### src/common/qla_pkg.sv
// --------------------
// shared types and constants for the motor command path
// bus words, address fields, register offsets, DAC framing
// --------------------

package qla_pkg;

    // --------------------
    // widths and defaults
    // --------------------
    localparam int FIELD_W = 4;             // area, channel and offset nibbles
    localparam int DATA_W  = 32;            // register data word
    localparam int CMD_W   = 16;            // dac code
    localparam int DAC_FRAME_W = 24;        // cmd nibble + chan nibble + code

    localparam int DEF_NUM_CHAN     = 4;    // axes on the qla
    localparam int DEF_DAC_CLK_DIV  = 2;    // sysclk cycles per sclk half period
    localparam int DEF_SAFETY_LIMIT = 16;   // bad samples before amp disable

    // --------------------
    // basic words
    // --------------------
    // 15..12 area, 11..8 unused, 7..4 channel, 3..0 offset
    typedef struct packed {
        logic [FIELD_W-1:0] area;
        logic [FIELD_W-1:0] rsvd;
        logic [FIELD_W-1:0] chan;
        logic [FIELD_W-1:0] off;
    } addr_t;

    typedef logic [DATA_W-1:0] data_t;
    typedef logic [CMD_W-1:0]  cmd_t;       // offset binary, mid-scale = 0 A

    // address map, main area only
    localparam logic [FIELD_W-1:0] ADDR_MAIN        = 4'd0;
    localparam logic [FIELD_W-1:0] OFF_ADC_DATA     = 4'd0;
    localparam logic [FIELD_W-1:0] OFF_DAC_CTRL     = 4'd1;
    localparam logic [FIELD_W-1:0] OFF_MOTOR_STATUS = 4'd12;

    localparam cmd_t CMD_RESET = 16'h8000;                 // zero current
    localparam logic [3:0] DAC_CMD_WRITE_UPDATE = 4'b0011; // write + update dac n
    localparam logic [CMD_W-1:0] SAFETY_MARGIN = 16'h0100;

    // --------------------
    // write bus structs
    // --------------------
    // host link side, full address
    typedef struct packed {
        logic  wen;
        logic  blk_wen;     // end of block write, requests dac refresh
        addr_t waddr;
        data_t wdata;
    } host_wr_t;

    // real-time block writer, channel and offset only
    typedef struct packed {
        logic       active;     // owns the write bus while high
        logic       wen;
        logic       blk_wen;
        logic [7:0] waddr;      // chan in 7..4, offset in 3..0
        data_t      wdata;
    } rt_wr_t;

    // bus after the host/rt mux
    typedef struct packed {
        logic  wen;
        logic  blk_wen;
        addr_t waddr;
        data_t wdata;
    } wr_bus_t;

endpackage

### src/logic/bus_ctrl.sv
// --------------------
// write bus select, command write decode and main area readback
// --------------------

module bus_ctrl import qla_pkg::*; #(
    parameter int NUM_CHAN = DEF_NUM_CHAN
) (
    input  host_wr_t              host_wr,
    input  rt_wr_t                rt_wr,
    output wr_bus_t               wr_bus,
    input  addr_t                 raddr,
    output data_t                 rdata,
    output logic                  cmd_we,       // store command
    output logic                  cmd_req,      // request dac refresh
    output logic [3:0]            cmd_chan,
    input  cmd_t [1:NUM_CHAN]     cur_cmd,
    input  cmd_t [1:NUM_CHAN]     cur_fb,
    input  logic [NUM_CHAN:1]     amp_disable
);

    localparam logic [3:0] MAX_CHAN = 4'(NUM_CHAN);

    logic   wr_dac;         // write hits a command register
    logic   rd_hit;         // read chan in 1..NUM_CHAN
    cmd_t   rd_cmd;
    cmd_t   rd_fb;
    logic   rd_dis;

    // --------------------
    // write side
    // --------------------
    always_comb begin
        if (rt_wr.active) begin
            // rt writer carries chan and offset only so main area is implied
            wr_bus.wen     = rt_wr.wen;
            wr_bus.blk_wen = rt_wr.blk_wen;
            wr_bus.waddr   = addr_t'({ADDR_MAIN, 4'd0, rt_wr.waddr});
            wr_bus.wdata   = rt_wr.wdata;
        end else begin
            wr_bus.wen     = host_wr.wen;
            wr_bus.blk_wen = host_wr.blk_wen;
            wr_bus.waddr   = host_wr.waddr;
            wr_bus.wdata   = host_wr.wdata;
        end
    end

    // chan 0 is board space and nothing sits above NUM_CHAN
    assign wr_dac = (wr_bus.waddr.area == ADDR_MAIN) &&
                    (wr_bus.waddr.chan != 4'd0) &&
                    (wr_bus.waddr.chan <= MAX_CHAN) &&
                    (wr_bus.waddr.off == OFF_DAC_CTRL);

    assign cmd_we   = wr_dac & wr_bus.wen;
    assign cmd_req  = wr_dac & wr_bus.blk_wen;
    assign cmd_chan = wr_bus.waddr.chan;

    // --------------------
    // read side
    // --------------------
    always_comb begin
        rd_hit = 1'b0;
        rd_cmd = '0;
        rd_fb  = '0;
        rd_dis = 1'b0;
        for (int i = 1; i <= NUM_CHAN; i++) begin
            if (raddr.chan == 4'(i)) begin
                rd_hit = 1'b1;
                rd_cmd = cur_cmd[i];
                rd_fb  = cur_fb[i];
                rd_dis = amp_disable[i];
            end
        end

        rdata = '0;                                     // unmapped reads as zero
        if (raddr.area == ADDR_MAIN && rd_hit) begin
            case (raddr.off)
                OFF_ADC_DATA:     rdata = {16'd0, rd_fb};
                OFF_DAC_CTRL:     rdata = {16'd0, rd_cmd};
                OFF_MOTOR_STATUS: rdata = {3'b000, ~rd_dis, 12'd0, rd_cmd}; // 28 = amp on
                default:          rdata = '0;
            endcase
        end
    end

endmodule

### src/logic/qla_motor_ctrl.sv
// --------------------
// qla motor command path, top level
// --------------------

module qla_motor_ctrl import qla_pkg::*; #(
    parameter int NUM_CHAN     = DEF_NUM_CHAN,
    parameter int DAC_CLK_DIV  = DEF_DAC_CLK_DIV,
    parameter int SAFETY_LIMIT = DEF_SAFETY_LIMIT
) (
    input  logic                  sysclk,
    input  logic                  arst_n,
    input  host_wr_t              host_wr,          // host link write port
    input  rt_wr_t                rt_wr,            // real-time block writer
    input  addr_t                 raddr,
    output data_t                 rdata,
    input  cmd_t [1:NUM_CHAN]     cur_fb,           // current feedback words
    input  logic                  pwr_enable_cmd,
    input  logic [NUM_CHAN:1]     amp_enable_cmd,
    output logic                  dac_sclk,
    output logic                  dac_mosi,
    output logic                  dac_csel,
    output logic [NUM_CHAN:1]     amp_disable
);

    wr_bus_t               wr_bus;      // selected write bus
    logic                  cmd_we;
    logic                  cmd_req;
    logic [3:0]            cmd_chan;
    cmd_t [1:NUM_CHAN]     cur_cmd;
    logic                  dac_busy;
    logic                  dac_update;

    bus_ctrl #(.NUM_CHAN(NUM_CHAN)) u_bus_ctrl (
        .host_wr(host_wr), .rt_wr(rt_wr), .wr_bus(wr_bus),
        .raddr(raddr), .rdata(rdata),
        .cmd_we(cmd_we), .cmd_req(cmd_req), .cmd_chan(cmd_chan),
        .cur_cmd(cur_cmd), .cur_fb(cur_fb), .amp_disable(amp_disable)
    );

    cur_cmd_regs #(.NUM_CHAN(NUM_CHAN)) u_cur_cmd_regs (
        .sysclk(sysclk), .arst_n(arst_n),
        .cmd_we(cmd_we), .cmd_req(cmd_req), .cmd_chan(cmd_chan),
        .wdata(wr_bus.wdata[15:0]),     // low half carries the code
        .dac_busy(dac_busy), .cur_cmd(cur_cmd), .dac_update(dac_update)
    );

    dac_serializer #(.NUM_CHAN(NUM_CHAN), .DAC_CLK_DIV(DAC_CLK_DIV)) u_dac (
        .sysclk(sysclk), .arst_n(arst_n),
        .dac_update(dac_update), .cur_cmd(cur_cmd), .busy(dac_busy),
        .sclk(dac_sclk), .mosi(dac_mosi), .csel(dac_csel)
    );

    // one overcurrent check per axis
    for (genvar i = 1; i <= NUM_CHAN; i++) begin : g_safe
        safety_check #(.SAFETY_LIMIT(SAFETY_LIMIT)) u_safe (
            .sysclk(sysclk), .arst_n(arst_n),
            .cur_fb(cur_fb[i]), .cur_cmd(cur_cmd[i]),
            .clear(pwr_enable_cmd | amp_enable_cmd[i]),    // either enable clears
            .amp_disable(amp_disable[i])
        );
    end

endmodule

### src/motor/cur_cmd_regs.sv
// --------------------
// commanded-current registers and dac refresh request
// --------------------

module cur_cmd_regs import qla_pkg::*; #(
    parameter int NUM_CHAN = DEF_NUM_CHAN
) (
    input  logic                  sysclk,
    input  logic                  arst_n,
    input  logic                  cmd_we,
    input  logic                  cmd_req,
    input  logic [3:0]            cmd_chan,     // 1..NUM_CHAN
    input  cmd_t                  wdata,
    input  logic                  dac_busy,
    output cmd_t [1:NUM_CHAN]     cur_cmd,
    output logic                  dac_update    // one cycle, dac latches commands
);

    logic cmd_pend;     // refresh requested, not yet handed to dac

    // --------------------
    // per-axis commands
    // --------------------
    always_ff @(posedge sysclk or negedge arst_n) begin
        if (!arst_n) begin
            for (int i = 1; i <= NUM_CHAN; i++) begin
                cur_cmd[i] <= CMD_RESET;    // mid-scale, no current
            end
        end else begin
            for (int i = 1; i <= NUM_CHAN; i++) begin
                if (cmd_we && cmd_chan == 4'(i)) begin
                    cur_cmd[i] <= wdata;
                end
            end
        end
    end

    // --------------------
    // update handshake
    // --------------------
    // a request taken while busy just waits for busy to drop
    always_ff @(posedge sysclk or negedge arst_n) begin
        if (!arst_n) begin
            cmd_pend   <= 1'b0;
            dac_update <= 1'b0;
        end else begin
            dac_update <= 1'b0;
            if (cmd_pend && !dac_busy) begin
                cmd_pend   <= 1'b0;     // a write this cycle is still latched
                dac_update <= 1'b1;
            end else if (cmd_req) begin
                cmd_pend <= 1'b1;
            end
        end
    end

    // serializer never gets a second load mid refresh
    a_update_idle: assert property (
        @(posedge sysclk) disable iff (!arst_n) dac_update |-> !dac_busy
    ) else $error("dac update while serializer busy");

endmodule

### src/motor/dac_serializer.sv
// --------------------
// serial dac refresh with one 24 bit frame per axis
// --------------------

module dac_serializer import qla_pkg::*; #(
    parameter int NUM_CHAN    = DEF_NUM_CHAN,
    parameter int DAC_CLK_DIV = DEF_DAC_CLK_DIV
) (
    input  logic                  sysclk,
    input  logic                  arst_n,
    input  logic                  dac_update,
    input  cmd_t [1:NUM_CHAN]     cur_cmd,
    output logic                  busy,
    output logic                  sclk,
    output logic                  mosi,
    output logic                  csel          // active low
);

    localparam int DIV_W = $clog2(DAC_CLK_DIV + 1);
    localparam int CH_W  = $clog2(NUM_CHAN + 2);       // must reach NUM_CHAN+1
    localparam logic [DIV_W-1:0] DIV_LAST = DIV_W'(DAC_CLK_DIV - 1);
    localparam logic [CH_W-1:0]  CH_END   = CH_W'(NUM_CHAN + 1);

    typedef enum logic [1:0] {S_IDLE, S_GAP, S_FRAME} state_t;

    state_t                   state;
    cmd_t [1:NUM_CHAN]        cmd_lat;      // snapshot for the whole refresh
    logic [DIV_W-1:0]         div_cnt;
    logic                     tick;         // sclk half period done
    logic [4:0]               bit_cnt;      // rising edges in a frame or ticks in a gap
    logic [CH_W-1:0]          chan;
    logic [DAC_FRAME_W-1:0]   shreg;

    assign tick = (div_cnt == DIV_LAST);

    // commands taken at the update pulse
    always_ff @(posedge sysclk) begin
        if (state == S_IDLE && dac_update) begin
            cmd_lat <= cur_cmd;
        end
    end

    // --------------------
    // frame/gap fsm
    // --------------------
    always_ff @(posedge sysclk or negedge arst_n) begin
        if (!arst_n) begin
            state   <= S_IDLE;
            busy    <= 1'b0;
            sclk    <= 1'b1;
            mosi    <= 1'b0;
            csel    <= 1'b1;
            div_cnt <= '0;
            bit_cnt <= '0;
            chan    <= '0;
            shreg   <= '0;
        end else begin
            div_cnt <= (state == S_IDLE || tick) ? '0 : div_cnt + 1'b1;
            case (state)
                S_IDLE: begin
                    if (dac_update) begin
                        busy    <= 1'b1;
                        chan    <= CH_W'(1);
                        bit_cnt <= '0;
                        state   <= S_GAP;     // leading gap before chan 1
                    end
                end
                S_GAP: if (tick) begin
                    bit_cnt <= bit_cnt + 1'b1;
                    if (bit_cnt == 5'd1) begin  // one full sclk period high
                        bit_cnt <= '0;
                        if (chan == CH_END) begin
                            busy  <= 1'b0;
                            state <= S_IDLE;
                        end else begin
                            shreg <= {DAC_CMD_WRITE_UPDATE, 4'(chan - 1'b1), cmd_lat[chan]};
                            csel  <= 1'b0;
                            state <= S_FRAME;
                        end
                    end
                end
                S_FRAME: if (tick) begin
                    if (bit_cnt == 5'(DAC_FRAME_W)) begin
                        csel    <= 1'b1;        // frame done while sclk is already high
                        mosi    <= 1'b0;
                        bit_cnt <= '0;
                        chan    <= chan + 1'b1;
                        state   <= S_GAP;
                    end else if (sclk) begin
                        sclk  <= 1'b0;          // falling edge puts out the next bit
                        mosi  <= shreg[DAC_FRAME_W-1];
                        shreg <= shreg << 1;
                    end else begin
                        sclk    <= 1'b1;        // rising edge where the dac samples
                        bit_cnt <= bit_cnt + 1'b1;
                    end
                end
                default: state <= S_IDLE;
            endcase
        end
    end

    // no chip select outside a refresh
    a_csel_idle: assert property (
        @(posedge sysclk) disable iff (!arst_n) !busy |-> csel
    ) else $error("dac csel low while idle");

endmodule

### src/motor/safety_check.sv
// --------------------
// per-axis overcurrent check, latched amp disable
// --------------------

module safety_check import qla_pkg::*; #(
    parameter int SAFETY_LIMIT = DEF_SAFETY_LIMIT
) (
    input  logic    sysclk,
    input  logic    arst_n,
    input  cmd_t    cur_fb,         // offset binary feedback
    input  cmd_t    cur_cmd,        // offset binary command
    input  logic    clear,          // pwr or amp enable for this axis
    output logic    amp_disable
);

    localparam int CNT_W = $clog2(SAFETY_LIMIT + 1);
    localparam logic [CNT_W-1:0] CNT_LAST = CNT_W'(SAFETY_LIMIT - 1);

    cmd_t               fb_mag;
    cmd_t               cmd_mag;
    logic [17:0]        fb_limit;   // 2*|cmd| + margin, no overflow
    logic               bad;
    logic [CNT_W-1:0]   bad_cnt;    // consecutive bad samples

    // distance from mid-scale, either side
    assign fb_mag  = (cur_fb >= CMD_RESET) ? cur_fb - CMD_RESET : CMD_RESET - cur_fb;
    assign cmd_mag = (cur_cmd >= CMD_RESET) ? cur_cmd - CMD_RESET : CMD_RESET - cur_cmd;

    assign fb_limit = {1'b0, cmd_mag, 1'b0} + {2'b00, SAFETY_MARGIN};
    assign bad      = {2'b00, fb_mag} > fb_limit;

    always_ff @(posedge sysclk or negedge arst_n) begin
        if (!arst_n) begin
            bad_cnt     <= '0;
            amp_disable <= 1'b0;
        end else if (clear) begin
            bad_cnt     <= '0;          // clear wins over a bad sample
            amp_disable <= 1'b0;
        end else if (!bad) begin
            bad_cnt <= '0;              // one good sample restarts the count
        end else begin
            if (bad_cnt == CNT_LAST) begin
                amp_disable <= 1'b1;    // stays set until clear
            end
            if (bad_cnt != CNT_LAST) begin
                bad_cnt <= bad_cnt + 1'b1;
            end
        end
    end

    // only an enable command may drop the disable
    a_latched: assert property (
        @(posedge sysclk) disable iff (!arst_n) $fell(amp_disable) |-> $past(clear)
    ) else $error("amp disable released without clear");

endmodule

### config.mk
export PLATFORM = sky130hd
export DESIGN_NAME = qla_motor_ctrl
export DESIGN_NICKNAME = d
export VERILOG_FILES = /design/src/common/qla_pkg.sv /design/src/logic/bus_ctrl.sv /design/src/logic/qla_motor_ctrl.sv /design/src/motor/cur_cmd_regs.sv /design/src/motor/dac_serializer.sv /design/src/motor/safety_check.sv
export SDC_FILE = /design/constraint.sdc
export NUM_CORES = 1
export LEC_CHECK = 0
export BUFFER_PORTS_ARGS = -buffer_cell sky130_fd_sc_hd__buf_2
export CORE_ASPECT_RATIO = 1.75
export CORE_UTILIZATION = 28
export DETAILED_ROUTE_END_ITERATION = 7
export GPL_TIMING_DRIVEN = 0
export HOLD_SLACK_MARGIN = 0.05
export SLEW_MARGIN = 20
export SYNTH_ARGS = -nofsm -noshare
export SYNTH_HDL_FRONTEND = slang
export SYNTH_SLANG_ARGS = --single-unit
### constraint.sdc
create_clock -name sysclk -period 4.5 [get_ports sysclk]
set_input_delay 0.9 -clock sysclk [delete_from_list [all_inputs] [get_ports sysclk]]
set_output_delay 0.9 -clock sysclk [all_outputs]
set_load 0.01 [all_outputs]
# == Word-level counts from Yosys, hierarchy flattened ==
# Index checks and enable logic that the tools add are counted.
# totals
reg_bits,194
elab_cells,257
# op_classes
n_addsub,28
n_lt_le_gt_ge,14
n_eq_ne,39
muxes,97
bitwise_logic,9
reduce_logical,43
# op_table
cell,count
$mux 16,18
$mux 24,6
$ge 16x16->1 const B,8
$sub 16x16->16 const A,8
$sub 16x16->16 const B,8
$mux 5,18
$pmux 29 s3,1
$add 17x9->18 const B,4
$gt 16x18->1,4
$mux 50,1
$bmux 16 s3,1
$pmux 24 s2,1
$mux 1,35
$mux 32,1
$reduce_bool 2->1,13
$add 5x1->5 const B,5
$eq 5x4->1 const B,4
$ne 5x4->1 const B,4
$eq 4x1->1 const B,4
$eq 4x2->1 const B,4
$pmux 5 s3,1
$reduce_and 5->1,3
$mux 2,7
$logic_not 4->1,3
other kinds (35),68

# == Logic depth before layout (Yosys ltp) ==
# Gate-level depths: netlist of run 1.
# depth
ltp_word,8
mapped_depth,19

# == By module ==
# Synthesis of run 1 repeated with hierarchy kept, for this count alone.
# unflattened
cells_unflattened,1520
hier_area_um2,15337.2
# modules_own_cells
module,n_inst,cells_per_inst,area_per_inst_um2,seq_area_each_um2
dac_serializer,1,322,4586.9,2925.3
safety_check (g_safe[1].u_safe ...),3,196,1521.5,150.1
cur_cmd_regs,1,143,2565.0,1656.6
bus_ctrl,1,269,2125.8,0.0
safety_check (g_safe[4].u_safe),1,194,1470.2,150.1
qla_motor_ctrl,1,4,25.0,0.0

# == Least setup slack after synthesis of run 1 ==
# OpenSTA, ideal clock, no wires.
# synth_path
kind,in2reg
from,in cur_fb[5] in the netlist's numbering
to,reg g_safe[4].u_safe.bad_cnt[2]
arrival_ps,3688
required_time_ps,4420
path_slack_ps,731
cell_stages,12
n_path_buf,0
cell_sequence,nor4_1 -> nor4b_1 -> and2_1 -> a21oi_1 -> xor2_1 -> ha_1 -> nand2_1 -> or4_1 -> a31oi_1 -> a2111oi_0 -> a311o_1 -> nor3_2
# synth_between
elab_chain_len,5
word_cells_on_any_way,8
# synth_lines
element,line,rtl
start: declaration,qla_motor_ctrl.sv:16,"input cmd_t [1:NUM_CHAN] cur_fb,"
$sub 16x16->16 or $ge 16x16->1 (tied branches),safety_check.sv:26,assign fb_mag = (cur_fb >= CMD_RESET) ? cur_fb - CMD_RESET : CMD_RESET - cur_fb;
$mux 16 *,safety_check.sv:26,
$gt 16x18->1 *,safety_check.sv:30,"assign bad = {2'b00, fb_mag} > fb_limit;"
$mux 5,safety_check.sv:39,end else if (!bad) begin
$mux 5,safety_check.sv:36,end else if (clear) begin
end signal: assignment,safety_check.sv:46,bad_cnt <= bad_cnt + 1'b1;
end: declaration,safety_check.sv:23,logic [CNT_W-1:0] bad_cnt;
# Every way passes the cells marked *; elsewhere a longest branch is shown, timed or not.
# A chain may end at the register's enable or synchronous reset.

# == Worst setup path after layout of run 1 ==
# layout_path
from,in raddr[4] in the netlist's numbering
to,out rdata[9]
# layout_between
elab_chain_len,7
word_cells_on_any_way,19
# layout_lines
element,line,rtl
start: declaration,qla_motor_ctrl.sv:14,"input addr_t raddr,"
$eq 4x1->1,bus_ctrl.sv:66,if (raddr.chan == 4'(i)) begin
$mux 16 or $mux 1 (tied branches) (4 in series),bus_ctrl.sv:66,
$pmux 29 s3 or $logic_and 1x1->1 (tied branches),"bus_ctrl.sv:76, bus_ctrl.sv:75",
$mux 32 *,bus_ctrl.sv:75,if (raddr.area == ADDR_MAIN && rd_hit) begin
end: declaration,qla_motor_ctrl.sv:15,"output data_t rdata,"
# Marked as above.

==> results of run 1 <==
==> worst paths after layout <==
path	to	slack [ns]	start
worst max-delay path	rdata[9]	0.21	raddr[4]
worst min-delay path	g_safe[1].u_safe.bad_cnt[2]$_DFFE_PN0P_	0.39	arst_n
worst max register to register	g_safe[3].u_safe.bad_cnt[3]$_DFFE_PN0P_	0.29	u_cur_cmd_regs.cur_cmd[19]$_DFFE_PN0P_
worst min register to register	u_dac.cmd_lat[41]$_DFFE_PP_	0.44	u_cur_cmd_regs.cur_cmd[41]$_DFFE_PN0P_
max in group asynchronous	u_cur_cmd_regs.cur_cmd[31]$_DFFE_PN1P_	3.32	arst_n
min in group sysclk	u_dac.cmd_lat[41]$_DFFE_PP_	0.44	u_cur_cmd_regs.cur_cmd[41]$_DFFE_PN0P_
==> through the flow <==
step	util (%)	setup TNS [ns]	power [mW]	instance area [um^2]	hold slack (ns)
floorplan	-	0	3.43	14500	0.408
CTS	33.1	0	5.54	16800	0.401
global route	33.2	-0.0141	5.85	16800	0.439
finish	33.2	0	5.51	16800	0.386
detailed placement	31.9	-1.46	4.02	16200	0.427
global placement	31.8	-1.42	3.96	16100	0.422
==> layer usage <==
metal | share of wire (%) | global-route usage [%]
met5 | 0 | 0
met4 | 9.1 | 17.0
met3 | 3.5 | 2.14
met2 | 52 | 36.4
met1 | 36 | 18.9
==> report_power, final <==
group,switching (mW),internal (mW)
combinational,1.15,0.737
sequential,0.118,1.98
clock,0.778,0.748
total,2.04,3.46
==> worst reg2reg max path: cells and delay by family, from the launching register on <==
family                   cells  cell delay (ns)
adder cells (fa/ha/maj)      2             0.52
AND/OR/NAND/NOR             10             2.10
buffers and inverters        1             0.27
AO/OA/AOI/OAI                1             0.26
flip-flops                   1             0.57
XOR/XNOR                     2             0.36
==> layout make-up <==
type                       instances  share of cell area [%]
buffer                           101                    3.02
clock buffer                      18                    2.55
clock inverter                    14                   0.943
inverter                          59                    1.31
multi-input combinational       1205                    51.4
sequential                       194                    30.8
tap                              666                    4.95
timing repair buffer             161                    5.08
==> kinds of logic after synthesis <==
group / Yosys count / share of synthesized area [%]
fa+ha+maj: 91 / 7.88
other cells: 1 / 0.0260
flops: 194 / 35.9
mux: 137 / 10.2
xor+xnor: 144 / 8.78
compound gates: 334 / 15.0
simple gates: 484 / 17.1
buf+inv: 161 / 5.05
==> state kept, by name (all words and copies together), names as in the netlist, 2 cells and up <==
| signal | count |
|---|---|
| u_cur_cmd_regs.cur_cmd | 64 |
| g_safe.u_safe.amp_disable | 4 |
| u_dac.cmd_lat | 64 |
| u_dac.div_cnt | 2 |
| u_dac.shreg | 24 |
| u_dac.state | 2 |
| u_dac.bit_cnt | 5 |
| u_dac.chan | 3 |
| g_safe.u_safe.bad_cnt | 20 |
==> synth_stat cells (17+ instances only) <==
library cell / n / share of area, %
a22oi_1: 32 / 1.7
inv_1: 59 / 1.5
mux2i_1: 57 / 4.0
nand4_1: 19 / 0.82
nor2_1: 162 / 4.2
o21ai_0: 71 / 2.5
ha_1: 91 / 7.9
clkbuf_1: 58 / 1.5
buf_4: 25 / 1.3
a31oi_1: 28 / 1.2
and3_1: 19 / 0.82
nand2_1: 87 / 2.3
nor4_1: 19 / 0.82
edfxtp_1: 64 / 13
xnor2_1: 67 / 4.1
xor2_1: 76 / 4.6
a221oi_1: 17 / 1.0
a21oi_1: 83 / 2.9
dfrtp_1: 124 / 21
nand3_1: 25 / 0.87
mux2_2: 80 / 6.2
nor3_1: 69 / 2.4
==> timing repair <==
action                                  in CTS  in global routing
gates resized for setup                      4                 12
endpoints found under the setup margin       4                 17
cloned                                       0                  0
buffers inserted                             1                  0
==> flow_summary.json, run 1 <==
{
  "syn_inst": 1546,
  "ff2ff_path_depth": 16,
  "avgRoutedWirePerCell_um": 20.9,
  "drt-total-wl_mm": 50.6,
  "cp.depth": 9,
  "area_growth_pct": 16.6,
  "syn_area_um2": 14400,
  "cp_slowest_cell": "nor4b_4",
  "crit_fanout": 10,
  "worst-path-buf-inv": 4,
  "clockBufferDepth": 2,
  "worst_slack_ns": 0.213,
  "antenna_found_initial": 0,
  "dpl.hpwl_mm": 41.4,
  "worst_clock_skew_ns": 0.0173,
  "drt-initial-drc-count": 631,
  "drt_pass1_iterations": 6,
  "required_ns": 3.60,
  "period_minus_slack_ns": 4.29,
  "max_stage_delay_ns": 0.46,
  "crit_path_frequent_cell": "buf_2",
  "start_kind": "primary input",
  "insertion_delay_ns": 0.46,
  "initial_core_util_pct": 28.5,
  "setup_viol_count_final": 0,
  "cts_tree": "done",
  "grt_pass1_wl_mm": 76.8,
  "hold_viol_final": 0,
  "drcViolationCount": 0,
  "overflow": 0,
  "synth_flop_cell": "dfrtp_1",
  "nets": 2010,
  "core_um2": 50700,
  "critical_path.endpoint_type": "output pin",
  "hold_path.class": "primary input to asynchronous set/reset pin",
  "ant_nets": 0,
  "vias_per_cell": 5.22,
  "cp_cell_sequence": "buf_2 -> nor4b_4 -> clkbuf_1 -> buf_2 -> nand2_1 -> o21ai_0 -> a22oi_1 -> a211oi_1 -> buf_2",
  "die_w_um": 174,
  "seqCellArea_um2": 5190,
  "crit_type": "primary input to output pin",
  "synth-seq-cells": 194,
  "ys_seq_area_share_pct": 35.9,
  "synth_edf_count": 64,
  "syn_avg_cell_area_um2": 9.34,
  "status": "completed",
  "worst_ep_arrival_time_ns": 3.39,
  "grt_max_degree": 68,
  "htreeDepth": 4,
  "final_cells": 2418,
  "num_rows": 109,
  "drive_gt1_share_pct": 20.8,
  "worstMarginPinSlew_ns": 0.933,
  "diodes": 0,
  "vdd_drop_max_uv": 245,
  "max_freq_mhz": 233,
  "root_buffer": "clkbuf_16",
  "drv_cap": 0,
  "powerDensity_nw_per_um2": 327,
  "numPlacedInstances": 2386,
  "power_leakage_nw": 7.00,
  "rsz0062_at_grt": "true",
  "vias": 12600,
  "clkTransAtPathRegs_ns": 0.08,
  "nFillCells": 5272,
  "ys_async_sr_fraction_pct": 67.0,
  "grt_pass1_vias": 13200,
  "io_pins": 219,
  "gp_congestion": 0.947,
  "port-buffer-count": 158,
  "cts_hold_buf": 0,
  "grt_usage_pct": 19.4,
  "cpLargestDelayFamily": "buffers and inverters",
  "period_share_pct": 95.3,
  "slew_headroom_pct": 37.3,
  "cts.sinks": 194,
  "drv_slew": 0,
  "die_area_um2": 52500,
  "place_ws_ns": -0.312,
  "cts_buffers": 17,
  "synthDistinctLibCells": 84,
  "die_h_um": 302,
  "final_common_cell": "buf_2",
  "multiInputGateArea_um2": 8650,
  "synth_warnings": 0,
  "mostFrequentLayoutCells": "170 x buf_2, 162 x nor2_1, 120 x dfrtp_1"
}
Power figures use the tool's default switching activity.
==> run 2: changes to the inputs <==
- BUFFER_PORTS_ARGS: -buffer_cell sky130_fd_sc_hd__buf_2 -> -buffer_cell sky130_fd_sc_hd__buf_4
- PLACE_DENSITY: unset -> 0.57
==> flow_summary.json, run 2 (same netlist as run 1, synthesis figures left out) <==
{
  "met1_usage_pct": 19.8,
  "busiest_layer": "met2",
  "crit_fanout": 7,
  "required_ns": 4.89,
  "fin_util_pct": 34.0,
  "vias_per_cell": 5.21,
  "power_leakage_nw": 7.12,
  "root_buffer": "clkbuf_16",
  "crit_type": "flop to flop",
  "drt-initial-drc-count": 702,
  "die_h_um": 302,
  "drv_slew": 0,
  "mostFrequentLayoutCells": "184 x buf_4, 162 x nor2_1, 119 x dfrtp_1",
  "drt-total-wl_mm": 49.5,
  "worstMarginPinSlew_ns": 0.878,
  "critical_path.endpoint_type": "flop",
  "antenna_found_initial": 0,
  "grt_pass1_vias": 12700,
  "dpl.hpwl_mm": 39.9,
  "drt_pass1_iterations": 5,
  "ant_nets": 0,
  "die_w_um": 174,
  "max_freq_mhz": 228,
  "worst_clock_skew_ns": 0.0133,
  "grt_usage_pct": 18.7,
  "drcViolationCount": 0,
  "reg_top3": "u_cur_cmd_regs.cur_cmd (64), u_dac.cmd_lat (64), u_dac.shreg (24)",
  "port-buffer-count": 158,
  "status": "completed",
  "hold_path.class": "primary input to asynchronous set/reset pin",
  "grt.met2_usage_pct": 34.6,
  "start_kind": "flop",
  "clkTransAtPathRegs_ns": 0.09,
  "globalRouteMet3Util_pct": 2.58,
  "grt_pass1_wl_mm": 74.2,
  "insertion_delay_ns": 0.46,
  "avgRoutedWirePerCell_um": 20.4,
  "htreeDepth": 4,
  "grt_max_degree": 68,
  "cts_buffers": 17,
  "worst_ep_arrival_time_ns": 4.77,
  "powerDensity_nw_per_um2": 324,
  "vias": 12600,
  "period_share_pct": 97.4,
  "hold_viol_final": 0,
  "drive_gt1_share_pct": 20.9,
  "cts.sinks": 194,
  "setup_viol_count_final": 0,
  "vdd_drop_max_uv": 202,
  "num_rows": 109,
  "gp_congestion": 0.943,
  "drv_cap": 0,
  "slew_headroom_pct": 40.9,
  "final_common_cell": "buf_4",
  "cts_hold_buf": 0,
  "clockBufferDepth": 2,
  "holdWs_ns": 0.371,
  "die_area_um2": 52500,
  "total_power_mw": 5.60,
  "nFillCells": 5260,
  "period_minus_slack_ns": 4.38,
  "cts_tree": "done",
  "area_growth_pct": 19.5,
  "nets": 2011,
  "rsz0062_at_grt": "false",
  "io_pins": 219,
  "core_um2": 50700,
  "overflow": 0,
  "initial_core_util_pct": 28.5
}
[run 2: changes by cell type in the layout (fill, tap and decap cells not counted), moves of 2 or more]
| cell | change |
|---|---|
| buf_2 | -157 |
| buf_4 | +158 |
| clkbuf_2 | -2 |
| clkinv_4 | -3 |
| diode_2 | +2 |
| inv_6 | +2 |
[run 2: critical path, stage by stage (launching register included)]
cell and delay [ns]:
dfrtp_2 0.51, or4_1 0.60, o41ai_2 0.28, xor2_1 0.13, inv_1 0.11, ha_1 0.18, inv_1 0.06, nor2_1 0.20
nand3b_1 0.13, xnor2_1 0.15, ha_1 0.30, nand2_1 0.07, or4_1 0.57, a31oi_2 0.26, a2111oi_0 0.11, a311o_2 0.46
nor3_2 0.18
[run 2: path summary, 6_finish.rpt]
| check | startpoint | end | slack, ns | cells after the start |
|---|---|---|---|---|
| worst max-delay path | u_cur_cmd_regs.cur_cmd[1]$_DFFE_PN0P_ | g_safe[4].u_safe.bad_cnt[2]$_DFFE_PN0P_ | 0.12 | 16 |
| worst min-delay path | arst_n | u_cur_cmd_regs.cmd_pend$_DFFE_PN0P_ | 0.37 | 1 |
| worst max register to register | u_cur_cmd_regs.cur_cmd[1]$_DFFE_PN0P_ | g_safe[4].u_safe.bad_cnt[2]$_DFFE_PN0P_ | 0.12 | 16 |
| worst min register to register | u_dac.div_cnt[0]$_DFF_PN0_ | u_dac.div_cnt[0]$_DFF_PN0_ | 0.44 | 1 |
| max in group asynchronous | arst_n | u_cur_cmd_regs.cur_cmd[63]$_DFFE_PN1P_ | 3.33 | 2 |
| min in group sysclk | u_dac.div_cnt[0]$_DFF_PN0_ | u_dac.div_cnt[0]$_DFF_PN0_ | 0.44 | 1 |
[run 2: where the power goes]
group	switching (mW)	internal (mW)
clock network	0.794	0.752
registers	0.114	1.98
logic	1.18	0.778
total	2.09	3.51
[run 2: repair_timing]
action	4_1_cts	5_1_grt
setup endpoints to repair	6	12
setup buffers	0	2
resized for setup	0	16
pin swaps	0	1
[run 2: through the flow]
stage | cells | cell area [um^2] | setup TNS, ns | setup slack, ns
2_1_floorplan | 1560 | 14500 | 0 | 0.731
3_3_place_gp | 2384 | 16500 | -0.250 | -0.0991
3_5_place_dp | 2386 | 16600 | -0.569 | -0.0957
4_1_cts | 2417 | 17200 | 0 | 0.0117
5_1_grt | 2419 | 17300 | 0 | 0.00199
6_report | 2421 | 17300 | 0 | 0.116
[run 2: cell type report]
cell class | instances | area, um^2 | share of cell area [%]
multi-input combinational | 1205 | 8640 | 50.1
sequential | 194 | 5190 | 30.1
timing repair buffer | 162 | 1260 | 7.32
tap | 666 | 833 | 4.83
buffer | 101 | 505 | 2.93
clock buffer | 17 | 425 | 2.47
inverter | 59 | 221 | 1.28
clock inverter | 15 | 171 | 0.993
antenna | 2 | 5.00 | 0.0290
[run 2: metal layers]
metal  share of wire (%)  wire length (um)  up-vias
met4                 6.4              3170        0
li1                    -                 -     6005
met3                 3.9              1950      110
met1                  38             18800     6073
met2                  52             25500      436
met5                   0                 0        -
==> run 3: changes to the inputs <==
- CORE_ASPECT_RATIO: 1.75 -> 1.2
- MAX_ROUTING_LAYER: unset -> met4
==> flow_summary.json, run 3 (same netlist as run 1, synthesis figures left out) <==
{
  "status": "completed",
  "worst_slack_ns": 0.131,
  "max_stage_delay_ns": 0.53,
  "vdd_drop_max_uv": 236,
  "htreeDepth": 4,
  "rsz0062_at_grt": "false",
  "avgRoutedWirePerCell_um": 19.8,
  "cts_hold_buf": 0,
  "critical_path.endpoint_type": "output pin",
  "drcViolationCount": 0,
  "period_share_pct": 97.1,
  "drt-initial-drc-count": 807,
  "period_minus_slack_ns": 4.37,
  "cp_slowest_cell": "a211oi_1",
  "die_area_um2": 52500,
  "p_int_mw": 3.51,
  "switching_share_pct": 36.9,
  "port-buffer-count": 158,
  "worstMarginPinSlew_ns": 0.941,
  "area_growth_pct": 19.1,
  "crit_path_frequent_cell": "buf_4",
  "crit_fanout": 10,
  "max_freq_mhz": 229,
  "reg_top3": "u_cur_cmd_regs.cur_cmd (64), u_dac.cmd_lat (64), u_dac.shreg (24)",
  "worstReg2RegStart": "u_cur_cmd_regs.cur_cmd[3]$_DFFE_PN0P_",
  "grt.met2_usage_pct": 31.2,
  "seqCellArea_um2": 5190,
  "vias": 12500,
  "antenna_found_initial": 0,
  "cts.sinks": 194,
  "die_w_um": 209,
  "grt_usage_pct": 18.5,
  "cp_cell_sequence": "buf_4 -> or3b_2 -> a21oi_2 -> clkbuf_1 -> a22oi_1 -> a211oi_1 -> buf_4",
  "root_buffer": "clkbuf_16",
  "multiInputGateArea_um2": 8630,
  "busiest_layer": "met2",
  "overflow": 0,
  "required_ns": 3.60,
  "mostFrequentLayoutCells": "182 x buf_4, 162 x nor2_1, 121 x dfrtp_1",
  "clockPowerShare_pct": 28.3,
  "final_common_cell": "buf_4",
  "powerDensity_nw_per_um2": 323,
  "dpl.hpwl_mm": 38.0,
  "worst-path-buf-inv": 3,
  "slew_headroom_pct": 37.3,
  "grt_pass1_vias": 12300,
  "clockBufferDepth": 2,
  "initial_core_util_pct": 28.6,
  "fin_util_pct": 34.0,
  "insertion_delay_ns": 0.45,
  "grt_max_degree": 80,
  "drv_slew": 0,
  "hold_viol_final": 0,
  "drv_cap": 0,
  "worst_ep_arrival_time_ns": 3.47,
  "worst_clock_skew_ns": 0.0128,
  "clkTransAtPathRegs_ns": 0.08,
  "met1_usage_pct": 22.2,
  "gp_congestion": 0.936,
  "ant_nets": 0,
  "drive_gt1_share_pct": 20.8,
  "drt-total-wl_mm": 47.4,
  "start_kind": "primary input",
  "hold_path.class": "primary input to asynchronous set/reset pin",
  "vias_per_cell": 5.23,
  "crit_type": "primary input to output pin",
  "power_switching_mw": 2.05,
  "num_rows": 90,
  "drt_pass1_iterations": 5,
  "cts_buffers": 17,
  "grt_pass1_wl_mm": 72.5,
  "seqPwrFrac_pct": 37.6,
  "critPathLaunch": "raddr[3]",
  "die_h_um": 251,
  "place_ws_ns": -0.0779,
  "cpLargestDelayFamily": "compound AO/OA/AOI/OAI gates",
  "combPwrFrac_pct": 34.1,
  "nets": 2011,
  "ff2ff_path_depth": 16,
  "diodes": 0,
  "nFillCells": 5124,
  "power_leakage_nw": 7.11,
  "cp.depth": 7,
  "io_pins": 219,
  "core_um2": 50600,
  "cts_tree": "done",
  "globalRouteMet3Util_pct": 2.34,
  "setup_viol_count_final": 0
}
## run 3: cell types whose count changed in the layout (fill, tap and decap cells not counted), moves of 2 or more
cell and delta:
clkinvlp_4 +2, dfrtp_2 -2, dfrtp_1 +2, inv_6 -3, diode_2 -2, buf_4 -2
clkbuf_2 +2
## run 3: final timing paths
check,end,slack (ns)
setup / recovery,rdata[4],0.13
setup reg to reg,g_safe[4].u_safe.bad_cnt[2]$_DFFE_PN0P_,0.22
hold reg to reg,u_dac.div_cnt[0]$_DFF_PN0_,0.44
max in group asynchronous,u_cur_cmd_regs.cur_cmd[31]$_DFFE_PN1P_,3.34
min in group sysclk,u_dac.div_cnt[0]$_DFF_PN0_,0.44
hold / removal,u_dac.bit_cnt[0]$_DFFE_PN0P_,0.36
## run 3: area by class of cell
| class | count | share of cell area (%) |
|---|---|---|
| multi-input combinational | 1205 | 50.2 |
| timing repair buffer | 161 | 7.25 |
| sequential | 194 | 30.2 |
| clock inverter | 15 | 1.02 |
| buffer | 102 | 2.98 |
| clock buffer | 17 | 2.47 |
| tap | 644 | 4.68 |
| inverter | 59 | 1.29 |
## run 3: metal layers
metal	vias to the layer above	share of wire [%]
li1	5999	-
met1	6048	42
met2	416	49
met3	80	4.3
met4	0	3.9
met5	-	0
## run 3: timing repair
item                                    CTS  global route
gates resized for setup                   0            16
endpoints found under the setup margin    0            19
buffers inserted                          0             0
## run 3: power by group through the flow
stage               Combinational (mW)  Sequential, mW  Clock [mW]
floorplan                         1.34            2.09           0
global placement                  1.86            2.12           0
detailed placement                1.90            2.13           0
CTS                               1.90            2.09        1.59
global route                      2.14            2.11        1.66
finish                            1.90            2.09        1.57
## run 3: stage by stage
step	cell area (um^2)	total power [mW]	hold slack (ns)	TNS [ns]	cells
floorplan	14500	3.43	0.408	0	1560
global placement	16500	3.98	0.422	-0.403	2362
detailed placement	16600	4.02	0.428	-0.161	2365
CTS	17200	5.59	0.373	0	2397
global route	17200	5.90	0.375	0	2397
finish	17200	5.56	0.356	0	2397
